`src/source/l1i_geometry_pkg.sv`:
```
package l1i_geometry_pkg;

   localparam int ADDR_WIDTH = 32;

   // 16 sets of 16-byte lines
   localparam int LG_NUM_SETS = 4;
   localparam int NUM_SETS = 1 << LG_NUM_SETS;
   localparam int LG_LINE_BYTES = 4;
   localparam int WORDS_PER_LINE = (1 << LG_LINE_BYTES) / 4;
   localparam int LINE_BITS = WORDS_PER_LINE * 32;

   // address bits above the set index
   localparam int TAG_BITS = ADDR_WIDTH - LG_NUM_SETS - LG_LINE_BYTES;

   localparam int LG_FQ_ENTRIES = 3;
   localparam int FQ_ENTRIES = 1 << LG_FQ_ENTRIES;

   typedef logic [ADDR_WIDTH-1:0] addr_t;
   typedef logic [LG_NUM_SETS-1:0] set_idx_t;
   typedef logic [TAG_BITS-1:0] tag_t;
   typedef logic [LINE_BITS-1:0] line_t;
   typedef logic [LG_LINE_BYTES-3:0] word_sel_t;

   // extra wrap bit tells full from empty
   typedef logic [LG_FQ_ENTRIES:0] fq_ptr_t;

endpackage

```
`src/source/insn_class_pkg.sv`:
```
package insn_class_pkg;

   typedef logic [31:0] insn_word_t;
   typedef logic [6:0] opcode_t;
   typedef logic [4:0] reg_idx_t;

   localparam opcode_t OPC_BRANCH = 7'h63;
   localparam opcode_t OPC_JALR = 7'h67;
   localparam opcode_t OPC_JAL = 7'h6f;

   // control-flow class of one instruction
   typedef enum logic [2:0]
   {
      PD_NONE,
      PD_COND_BR,
      PD_J,
      PD_JAL,
      PD_JR,
      PD_JALR
   } pd_class_t;

   // one class per word, word 0 in the low bits
   typedef pd_class_t [l1i_geometry_pkg::WORDS_PER_LINE-1:0] pd_line_t;

   typedef enum logic [2:0]
   {
      FLUSH_CACHE,
      IDLE,
      ACTIVE,
      INJECT_RELOAD,
      RELOAD_TURNAROUND,
      WAIT_FOR_NOT_FULL
   } fetch_state_t;

endpackage

```
`src/source/fetch_control.sv`:
```
`timescale 1ns/10ps

module fetch_control
(
   input  logic clk,
   input  logic reset,
   input  logic restart_valid,
   input  l1i_geometry_pkg::addr_t restart_pc,
   output logic restart_ack,
   input  logic flush_req,
   output logic flush_complete,
   output logic mem_req_valid,
   output l1i_geometry_pkg::addr_t mem_req_addr,
   input  logic mem_rsp_valid,
   output l1i_geometry_pkg::set_idx_t lookup_idx,
   input  l1i_geometry_pkg::tag_t rd_tag,
   input  logic rd_valid,
   input  l1i_geometry_pkg::line_t rd_line,
   input  insn_class_pkg::pd_line_t rd_pd,
   output logic inval_valid,
   output l1i_geometry_pkg::set_idx_t inval_idx,
   input  logic fq_full,
   output logic fq_clear,
   output logic fq_push,
   output insn_class_pkg::insn_word_t push_data,
   output l1i_geometry_pkg::addr_t push_pc,
   output l1i_geometry_pkg::addr_t push_target,
   output logic push_taken
);
   import l1i_geometry_pkg::*;
   import insn_class_pkg::*;

   fetch_state_t state, n_state;
   // pc is the next lookup, cache_pc the lookup whose data is back now
   addr_t pc, n_pc;
   addr_t cache_pc, n_cache_pc;
   addr_t miss_pc, n_miss_pc;
   addr_t restart_pc_q, restart_target, jump_target;
   set_idx_t flush_idx;
   word_sel_t word_sel;
   pd_class_t pd;
   logic req, n_req, hit, serve;
   logic restart_held, flush_held, restart_pend, flush_pend;
   logic take_restart, take_flush, walk_done, mem_req_next;

   assign restart_pend = restart_valid || restart_held;
   assign flush_pend = flush_req || flush_held;
   assign restart_target = restart_valid ? restart_pc : restart_pc_q;

   // requests wait out the flush walk and any open reload
   assign serve = (state != FLUSH_CACHE) && (state != INJECT_RELOAD);
   assign take_flush = serve && flush_pend;
   assign take_restart = serve && restart_pend && !flush_pend;

   assign inval_valid = (state == FLUSH_CACHE);
   assign inval_idx = flush_idx;
   assign walk_done = inval_valid && (flush_idx == set_idx_t'(NUM_SETS - 1));

   // word at the cache pc
   assign word_sel = cache_pc[LG_LINE_BYTES-1:2];
   assign pd = rd_pd[word_sel];
   assign push_data = rd_line[word_sel*32 +: 32];
   assign push_pc = cache_pc;
   assign hit = req && rd_valid && (rd_tag == cache_pc[ADDR_WIDTH-1 -: TAG_BITS]);

   // J-type immediate, only j and jal are taken
   assign jump_target = cache_pc + {{11{push_data[31]}}, push_data[31], push_data[19:12],
                                    push_data[20], push_data[30:21], 1'b0};
   assign push_taken = (pd == PD_J) || (pd == PD_JAL);
   assign push_target = push_taken ? jump_target : cache_pc + 'd4;

   always_comb
   begin
      n_state = state;
      n_pc = pc;
      n_cache_pc = cache_pc;
      n_miss_pc = miss_pc;
      n_req = 1'b0;
      mem_req_next = 1'b0;
      fq_push = 1'b0;
      fq_clear = take_flush || take_restart;
      lookup_idx = pc[LG_LINE_BYTES +: LG_NUM_SETS];
      if (take_flush)
      begin
         n_state = FLUSH_CACHE;
      end
      else if (take_restart)
      begin
         n_state = ACTIVE;
         n_pc = restart_target;
      end
      else
      begin
         case (state)
            ACTIVE:
            begin
               n_cache_pc = pc;
               n_pc = pc + 'd4;
               n_req = 1'b1;
               if (req && (!hit || fq_full))
               begin
                  // park on this pc until the line arrives or the queue drains
                  n_state = hit ? WAIT_FOR_NOT_FULL : INJECT_RELOAD;
                  mem_req_next = !hit;
                  n_miss_pc = cache_pc;
                  n_pc = pc;
                  n_req = 1'b0;
               end
               else if (hit)
               begin
                  fq_push = 1'b1;
                  if (push_taken)
                  begin
                     // sequential lookup is dropped, target goes out next cycle
                     n_pc = jump_target;
                     n_req = 1'b0;
                  end
               end
            end
            INJECT_RELOAD:
            begin
               if (mem_rsp_valid)
                  n_state = RELOAD_TURNAROUND;
            end
            RELOAD_TURNAROUND, WAIT_FOR_NOT_FULL:
            begin
               lookup_idx = miss_pc[LG_LINE_BYTES +: LG_NUM_SETS];
               if (!fq_full)
               begin
                  n_state = ACTIVE;
                  n_cache_pc = miss_pc;
                  n_req = 1'b1;
               end
            end
            FLUSH_CACHE:
            begin
               if (walk_done)
                  n_state = IDLE;
            end
            default:
            begin
               // idle until a restart or flush is taken above
               n_state = IDLE;
            end
         endcase
      end
   end

   always_ff @(posedge clk)
   begin
      if (reset)
      begin
         state <= FLUSH_CACHE;
         flush_idx <= '0;
         req <= 1'b0;
         restart_held <= 1'b0;
         flush_held <= 1'b0;
         restart_ack <= 1'b0;
         flush_complete <= 1'b0;
         mem_req_valid <= 1'b0;
      end
      else
      begin
         state <= n_state;
         flush_idx <= inval_valid ? flush_idx + 1'b1 : '0;
         req <= n_req;
         restart_held <= restart_pend && !take_restart;
         flush_held <= flush_pend && !take_flush;
         restart_ack <= take_restart;
         flush_complete <= walk_done;
         mem_req_valid <= mem_req_next;
      end
   end

   always_ff @(posedge clk)
   begin
      pc <= n_pc;
      cache_pc <= n_cache_pc;
      miss_pc <= n_miss_pc;
      if (restart_valid)
         restart_pc_q <= restart_pc;
      // held until the fill that answers it
      if (mem_req_next)
         mem_req_addr <= {cache_pc[ADDR_WIDTH-1:LG_LINE_BYTES], {LG_LINE_BYTES{1'b0}}};
   end

endmodule

```
`src/source/fetch_queue.sv`:
```
`timescale 1ns/10ps

module fetch_queue
(
   input  logic clk,
   input  logic reset,
   input  logic clear,
   input  logic push,
   input  insn_class_pkg::insn_word_t push_data,
   input  l1i_geometry_pkg::addr_t push_pc,
   input  l1i_geometry_pkg::addr_t push_target,
   input  logic push_taken,
   input  logic pop,
   output logic full,
   output logic head_valid,
   output insn_class_pkg::insn_word_t head_data,
   output l1i_geometry_pkg::addr_t head_pc,
   output l1i_geometry_pkg::addr_t head_target,
   output logic head_taken
);
   import l1i_geometry_pkg::*;
   import insn_class_pkg::*;

   insn_word_t data_q [FQ_ENTRIES];
   addr_t pc_q [FQ_ENTRIES];
   addr_t target_q [FQ_ENTRIES];
   logic [FQ_ENTRIES-1:0] taken_q;
   fq_ptr_t head;
   fq_ptr_t tail;
   logic [LG_FQ_ENTRIES-1:0] head_slot;
   logic [LG_FQ_ENTRIES-1:0] tail_slot;

   assign head_slot = head[LG_FQ_ENTRIES-1:0];
   assign tail_slot = tail[LG_FQ_ENTRIES-1:0];

   // same slot with different wrap bits means full
   assign head_valid = (head != tail);
   assign full = (head_slot == tail_slot) && (head[LG_FQ_ENTRIES] != tail[LG_FQ_ENTRIES]);

   assign head_data = data_q[head_slot];
   assign head_pc = pc_q[head_slot];
   assign head_target = target_q[head_slot];
   assign head_taken = taken_q[head_slot];

   always_ff @(posedge clk)
   begin
      if (reset || clear)
      begin
         head <= '0;
         tail <= '0;
      end
      else
      begin
         if (push)
            tail <= tail + 1'b1;
         // a pop on an empty queue is ignored
         if (pop && head_valid)
            head <= head + 1'b1;
      end
   end

   always_ff @(posedge clk)
   begin
      if (push)
      begin
         data_q[tail_slot] <= push_data;
         pc_q[tail_slot] <= push_pc;
         target_q[tail_slot] <= push_target;
         taken_q[tail_slot] <= push_taken;
      end
   end

endmodule

```
`src/source/icache_arrays.sv`:
```
`timescale 1ns/10ps

module icache_arrays
(
   input  logic clk,
   input  logic reset,
   input  l1i_geometry_pkg::set_idx_t rd_idx,
   input  logic fill_valid,
   input  l1i_geometry_pkg::addr_t fill_addr,
   input  l1i_geometry_pkg::line_t fill_line,
   input  insn_class_pkg::pd_line_t fill_pd,
   input  logic inval_valid,
   input  l1i_geometry_pkg::set_idx_t inval_idx,
   output l1i_geometry_pkg::tag_t rd_tag,
   output logic rd_valid,
   output l1i_geometry_pkg::line_t rd_line,
   output insn_class_pkg::pd_line_t rd_pd
);
   import l1i_geometry_pkg::*;
   import insn_class_pkg::*;

   tag_t tag_mem [NUM_SETS];
   line_t line_mem [NUM_SETS];
   pd_line_t pd_mem [NUM_SETS];
   logic [NUM_SETS-1:0] valid_bits;
   set_idx_t fill_idx;

   assign fill_idx = fill_addr[LG_LINE_BYTES +: LG_NUM_SETS];

   always_ff @(posedge clk)
   begin
      if (fill_valid)
      begin
         tag_mem[fill_idx] <= fill_addr[ADDR_WIDTH-1 -: TAG_BITS];
         line_mem[fill_idx] <= fill_line;
         pd_mem[fill_idx] <= fill_pd;
      end
   end

   // fill and flush never overlap, fill checked first anyway
   always_ff @(posedge clk)
   begin
      if (fill_valid)
         valid_bits[fill_idx] <= 1'b1;
      else if (inval_valid)
         valid_bits[inval_idx] <= 1'b0;
   end

   // one-cycle read of all four arrays
   always_ff @(posedge clk)
   begin
      rd_tag <= tag_mem[rd_idx];
      rd_line <= line_mem[rd_idx];
      rd_pd <= pd_mem[rd_idx];
   end

   always_ff @(posedge clk)
   begin
      if (reset)
         rd_valid <= 1'b0;
      else
         rd_valid <= valid_bits[rd_idx];
   end

endmodule

```
`src/source/l1i_fetch.sv`:
```
`timescale 1ns/10ps

module l1i_fetch
(
   input  logic clk,
   input  logic reset,
   input  logic restart_valid,
   input  l1i_geometry_pkg::addr_t restart_pc,
   output logic restart_ack,
   input  logic flush_req,
   output logic flush_complete,
   output insn_class_pkg::insn_word_t insn_data,
   output l1i_geometry_pkg::addr_t insn_pc,
   output l1i_geometry_pkg::addr_t insn_pred_target,
   output logic insn_pred_taken,
   output logic insn_valid,
   input  logic insn_ack,
   output logic mem_req_valid,
   output l1i_geometry_pkg::addr_t mem_req_addr,
   input  logic mem_rsp_valid,
   input  l1i_geometry_pkg::line_t mem_rsp_data
);
   import l1i_geometry_pkg::*;
   import insn_class_pkg::*;

   set_idx_t lookup_idx, inval_idx;
   tag_t rd_tag;
   line_t rd_line;
   pd_line_t rd_pd, fill_pd;
   insn_word_t push_data;
   addr_t push_pc, push_target;
   logic rd_valid, inval_valid, fq_full, fq_clear, fq_push, push_taken;

   fetch_control ctrl_i (.*);

   // the reload writes the line at the address still held on the request
   icache_arrays arrays_i
   (
      .rd_idx(lookup_idx),
      .fill_valid(mem_rsp_valid),
      .fill_addr(mem_req_addr),
      .fill_line(mem_rsp_data),
      .*
   );

   // predecode the returning line on its way into the arrays
   for (genvar i = 0; i < WORDS_PER_LINE; i++)
   begin : g_pd
      predecoder pd_i
      (
         .word(mem_rsp_data[i*32 +: 32]),
         .pd(fill_pd[i])
      );
   end

   fetch_queue queue_i
   (
      .clear(fq_clear),
      .push(fq_push),
      .pop(insn_ack),
      .full(fq_full),
      .head_valid(insn_valid),
      .head_data(insn_data),
      .head_pc(insn_pc),
      .head_target(insn_pred_target),
      .head_taken(insn_pred_taken),
      .*
   );

endmodule

```
`src/source/predecoder.sv`:
```
`timescale 1ns/10ps

module predecoder
(
   input  insn_class_pkg::insn_word_t word,
   output insn_class_pkg::pd_class_t pd
);
   import insn_class_pkg::*;

   opcode_t opcode;
   reg_idx_t rd;

   assign opcode = word[6:0];
   assign rd = word[11:7];

   // rd of x0 means no link, so plain j / jr
   always_comb
   begin
      case (opcode)
         OPC_BRANCH:
            pd = PD_COND_BR;
         OPC_JALR:
            pd = (rd == '0) ? PD_JR : PD_JALR;
         OPC_JAL:
            pd = (rd == '0) ? PD_J : PD_JAL;
         default:
            pd = PD_NONE;
      endcase
   end

endmodule

```
`config.mk`:
```
export PLATFORM = sky130hd
export DESIGN_NAME = l1i_fetch
export DESIGN_NICKNAME = d
export VERILOG_FILES = /design/src/source/l1i_geometry_pkg.sv /design/src/source/insn_class_pkg.sv /design/src/source/fetch_control.sv /design/src/source/fetch_queue.sv /design/src/source/icache_arrays.sv /design/src/source/l1i_fetch.sv /design/src/source/predecoder.sv
export SDC_FILE = /design/constraint.sdc
export NUM_CORES = 2
export LEC_CHECK = 0
export BUFFER_PORTS_ARGS = -buffer_cell sky130_fd_sc_hd__buf_2
export CAP_MARGIN = 20
export CORE_UTILIZATION = 55
export CTS_BUF_LIST = sky130_fd_sc_hd__clkbuf_4 sky130_fd_sc_hd__clkbuf_8
export DETAILED_ROUTE_END_ITERATION = 6
export GPL_TIMING_DRIVEN = 0
export PLACE_DENSITY = 0.84
export REMOVE_ABC_BUFFERS = 1
export SETUP_SLACK_MARGIN = 0.5
export SYNTH_ARGS = -nofsm -noshare
export SYNTH_HDL_FRONTEND = slang
export SYNTH_HIERARCHICAL = 1
export SYNTH_SLANG_ARGS = --single-unit
```
`constraint.sdc`:
```
create_clock -name clk -period 15.7 [get_ports clk]
set_input_delay 3.14 -clock clk [delete_from_list [all_inputs] [get_ports clk]]
set_output_delay 3.14 -clock clk [all_outputs]
set_load 0.01 [all_outputs]
```
# == After elaboration in Yosys (flattened, before gate mapping) ==
# Memories as Yosys holds them, arrays and structs flattened. A register that Yosys moved wholly into a read port is not among the register bits.
# Index checks and enable logic that the tools add are counted.
# classes
n_eq_ne,33
n_addsub,6
n_div,0
n_bitwise,6
magnitude_cmp,9
reduce_logical,43
n_mux,70
mul,0
shift,1
# ops
operator,n
32-bit two-way mux,8
128-bit by 8-bit indexed part select with 32-bit output,1
7-bit == test (second input constant),12
32-bit by 3-bit adder with 32-bit output (second input constant),2
32-bit one-hot mux with 2 select lines,1
3-bit two-way mux,12
3-bit one-hot mux with 3 select lines,4
32-bit adder,1
16-bit two-way mux,2
1-bit two-way mux,30
24-bit == test,1
5-bit logical NOT,4
16-bit AND,1
16-bit NOT,1
16-bit OR,1
4-bit AND reduction,4
1-bit logical AND,15
4-bit by 5-bit < comparator with 1-bit output (second input constant),3
4-bit by 1-bit adder with 4-bit output (second input constant),3
3-bit by 2-bit == test with 1-bit output (second input constant),4
4-bit two-way mux,3
3-bit one-hot mux with 4 select lines,1
8-bit bitwise mux,1
1-bit demux with 4-bit select,2
29 further kinds,51
# totals
ram_bits,3392
word_cells,193
out_inout_bits,133
mem_count,6
inputBits,166
latch_bits,0
ff_bits,202
rom_bits,0
# mem_list
memory,depth,width,rd,rd_clocked_by_memory_dff,write_ports,line,source
arrays_i.line_mem,16,128,1,1,1,icache_arrays.sv:23,line_t line_mem [NUM_SETS];
arrays_i.tag_mem,16,24,1,1,1,icache_arrays.sv:22,tag_t tag_mem [NUM_SETS];
queue_i.data_q,8,32,1,1,1,fetch_queue.sv:24,insn_word_t data_q [FQ_ENTRIES];
queue_i.pc_q,8,32,1,1,1,fetch_queue.sv:25,addr_t pc_q [FQ_ENTRIES];
queue_i.target_q,8,32,1,1,1,fetch_queue.sv:26,addr_t target_q [FQ_ENTRIES];
arrays_i.pd_mem,16,12,1,1,1,icache_arrays.sv:24,pd_line_t pd_mem [NUM_SETS];

# == Logic depth before layout (Yosys ltp) ==
# logic_depth
ltp_word,11
ltp_mapped,17
ltp_nobuf,13

# == Hierarchy ==
# Netlist, hierarchy kept.
# by_module_without_submodules
module,area_per_inst_um2,seq_area_each_um2,cells_each,n_inst
icache_arrays,102027.9,82579.2,4267,1
fetch_queue,29753.5,23522.6,1194,1
fetch_control,10536.4,4624.4,1059,1
predecoder,70.1,0.0,9,4

# == Least setup slack after synthesis ==
# No wires, ideal clock.
# synth_path
kind,input-to-reg
start,input port mem_rsp_valid
end,register arrays_i.valid_bits[12] (data pin)
setup_time_ns,0.184
setup_slack_ns,-0.412
required_ns,15.516
t_arrival_ns,15.928
path_stages,4
path_cell_list,clkbuf_1 > nand3_1 > nor3_1 > o32a_1
# synth_via
elab_chain_cells,1
# synth_rtl
item,line,source
start: declaration,l1i_fetch.sv:20,"input logic mem_rsp_valid,"
16-bit two-way mux,icache_arrays.sv:43,if (fill_valid)
end signal: indexed assignment,icache_arrays.sv:44,valid_bits[fill_idx] <= 1'b1;
end signal: indexed assignment,icache_arrays.sv:46,valid_bits[inval_idx] <= 1'b0;
end: declaration,icache_arrays.sv:25,logic [NUM_SETS-1:0] valid_bits;
# No other way between the ends.
# A chain may end at the register's enable or synchronous reset.

# == Worst setup path in the final report ==
# layout_path
start,input port restart_valid
end,register arrays_i.rd_line[123] (read register of arrays_i.line_mem)
# layout_via
elab_chain_cells,5
# layout_rtl
item,line,source
start: declaration,l1i_fetch.sv:7,"input logic restart_valid,"
1-bit logical OR,fetch_control.sv:46,assign restart_pend = restart_valid || restart_held;
1-bit logical AND (2 in series),fetch_control.sv:53,assign take_restart = serve && restart_pend && !flush_pend;
4-bit two-way mux,fetch_control.sv:87,else if (take_restart)
4-bit two-way mux,fetch_control.sv:83,if (take_flush)
named net lookup_idx[1],l1i_fetch.sv:26,"set_idx_t lookup_idx, inval_idx;"
end: declaration,icache_arrays.sv:16,"output l1i_geometry_pkg::line_t rd_line,"
# The timed path passes the listed nets, and every way through them passes these cells.

==> flow_metrics.env <==
export IMPL_startpoint_type="input pin"
export IMPL_dp_slack_ps=6920
export IMPL_via_per_inst=6.77
export IMPL_dieArea_um2=257000
export IMPL_max_stage_delay_ps=920
export IMPL_power_density_nw_per_um2=176
export IMPL_violations="DRC"
export IMPL_crit_fanout=51
export IMPL_drive_gt1_share_pct=34.2
export IMPL_ff2ff_path_depth=13
export IMPL_cp_num_buf_inv=4
export IMPL_ir_worst_vdd_mv=0.162
export IMPL_cp_depth=12
export IMPL_ctsHoldBuffers=0
export IMPL_coreArea_um2=252000
export IMPL_root_buffer="clkbuf_8"
export IMPL_worst_hold_slack_ps=482
export IMPL_finalHoldViolCount=0
export IMPL_nets=7524
export IMPL_crit_path_end="arrays_i/rd_line[123]"
export IMPL_finalCriticalPeriod_ps=7490
export IMPL_hp_class="flip-flop to flip-flop"
export IMPL_clock_sinks=3693
export IMPL_cpLargestDelayFamily="simple AND/OR/NAND/NOR gates"
export IMPL_ctsHtreeMaxLevel=6
export IMPL_antenna_found_initial=75
export IMPL_grt_pass1_vias=76300
export IMPL_nFillCells=14700
export IMPL_r2r_end="queue_i/pc_q[0][18]"
export IMPL_routed_wl_um=385000
export IMPL_period_share_pct=47.7
export IMPL_cts_resized=0
export IMPL_leakage_uw=0.0524
export IMPL_final_common_cell="edfxtp_1"
export IMPL_r2r_slack_ps=9780
export IMPL_drc=4
export IMPL_maxCapViolations=0
export IMPL_drv_slew=0
export IMPL_rsz0062_at_grt="no"
export IMPL_drtPass1Iterations=7
export IMPL_worstMarginPinSlew_ps=1140
export IMPL_overflow=0
export IMPL_fin_skew_ps=97.5
export IMPL_syn_inst=6444
export IMPL_worst_slack_ps=8210
export IMPL_r2r_start="ctrl_i/push_pc[17]"
export IMPL_core_rowCount=184
export IMPL_status="complete, but fails checks"
export IMPL_cts_tree="built"
export IMPL_startpoint="restart_valid"
export IMPL_numPortBuffers=294
export IMPL_drt_initial_drc_count=12700
export IMPL_post_cts_buffers=0
export IMPL_critical_path_class="input pin to flip-flop"
export IMPL_start_util_pct=55.5
export IMPL_cts_buffers=555
export IMPL_cpMostUsedCell="nor2_1"
export IMPL_grt_pass1_wl_um=539000
export IMPL_grtUsageTotal_pct=29.6
export IMPL_crit_chain="buf_2, nor2_1, nor4_2, buf_4, nor2_1, inv_2, nand2_1, nand2_4, buf_16, nand2b_1, o22ai_1, nor2_1"
export IMPL_required_ps=16590
export IMPL_clkTransAtPathRegs_ps=60
export IMPL_yosys_warnings=6
export IMPL_grt_max_degree=64
export IMPL_io_pins=299
export IMPL_end_kind="flip-flop"
export IMPL_die_h_um=507
export IMPL_place_congestion=0.852
export IMPL_die_x_um=507
export IMPL_hpwl_um=233000
export IMPL_syn_avg_cell_area_um2=21.7
export IMPL_wl_per_cell_um=34.6
export IMPL_clk_latency_ps=1120
export IMPL_clock_fmax_mhz=133
export IMPL_area_growth_pct=15.6
export IMPL_critPathSlowestCell="nand2b_1"
export IMPL_clockBufferDepth=4
export IMPL_ant_nets=0
export IMPL_finalSetupViolCount=0
export IMPL_final_util_pct=64.2
export IMPL_relSlewSlack_pct=23.5
export IMPL_syn_area_um2=140000
export IMPL_final_cell_mix="edfxtp_1 (3476), mux4_2 (868), clkbuf_8 (630), nand2_1 (353), buf_2 (294)"
export IMPL_worstPathArrival_ps=8380
export IMPL_place_area_um2=151000
export IMPL_vias=75300
export IMPL_stdcell_area_um2=162000
==> registers in the layout (all words and copies together) (netlist names), 32 cells and up, named ones only <==
register             count
arrays_i/line_mem     2048
arrays_i/pd_mem        128
arrays_i/rd_line       128
arrays_i/tag_mem       384
ctrl_i/miss_pc          32
ctrl_i/pc               32
ctrl_i/push_pc          32
ctrl_i/restart_pc_q     32
queue_i/data_q         256
queue_i/pc_q           256
queue_i/target_q       256
==> stage by stage <==
step / total power, uW / setup TNS (ps) / std cells
floorplan: 19100 / -2959590 / 6119
global placement: 20400 / - / 9761
detailed placement: 20200 / 0 / 10100
CTS: 28200 / 0 / 11100
global route: 29100 / 0 / 11100
finish: 28400 / 0 / 11100
==> power by group <==
| part | total [uW] | internal (uW) | leakage, uW | switching, uW |
|---|---|---|---|---|
| logic | 8480 | 3580 | 0.0133 | 4890 |
| clock network | 8070 | 4310 | 0.00592 | 3760 |
| registers | 11900 | 11600 | 0.0332 | 313 |
| total | 28400 | 19500 | 0.0524 | 8960 |
==> cell type report <==
cell class | instances | area (um2) | share of cell area [%]
multi-input combinational | 2405 | 29800 | 18.4
tap | 3348 | 4190 | 2.59
timing repair buffer | 646 | 7880 | 4.87
clock inverter | 122 | 743 | 0.459
inverter | 21 | 78.8 | 0.0487
sequential | 3693 | 109000 | 67.2
antenna | 33 | 82.6 | 0.0510
clock buffer | 857 | 10400 | 6.41
==> routing by layer <==
metal  global-route usage (%)  part of all wire (%)  vias up
met4                     17.7                   6.7       54
met3                     8.08                    14     1440
met1                     37.4                    32    38000
met2                     46.3                    47     7042
met5                        0                 0.090        -
li1                         -                     -    28700
==> how the worst min path moves through the flow <==
stage | startpoint | to | slack, ps | cells after the start
finish | ctrl_i/restart_pc_q[28] | ctrl_i/restart_pc_q[28] | 480 | 1
global route | ctrl_i/restart_pc_q[28] | ctrl_i/restart_pc_q[28] | 490 | 1
global placement | ctrl_i/restart_pc_q[13] | ctrl_i/restart_pc_q[13] | 460 | 1
floorplan | ctrl_i/restart_pc_q[7] | ctrl_i/restart_pc_q[7] | 450 | 1
detailed placement | ctrl_i/restart_pc_q[28] | ctrl_i/restart_pc_q[28] | 470 | 1
CTS | ctrl_i/restart_pc_q[28] | ctrl_i/restart_pc_q[28] | 480 | 1
Note: power is estimated with default switching activity, not from simulation.
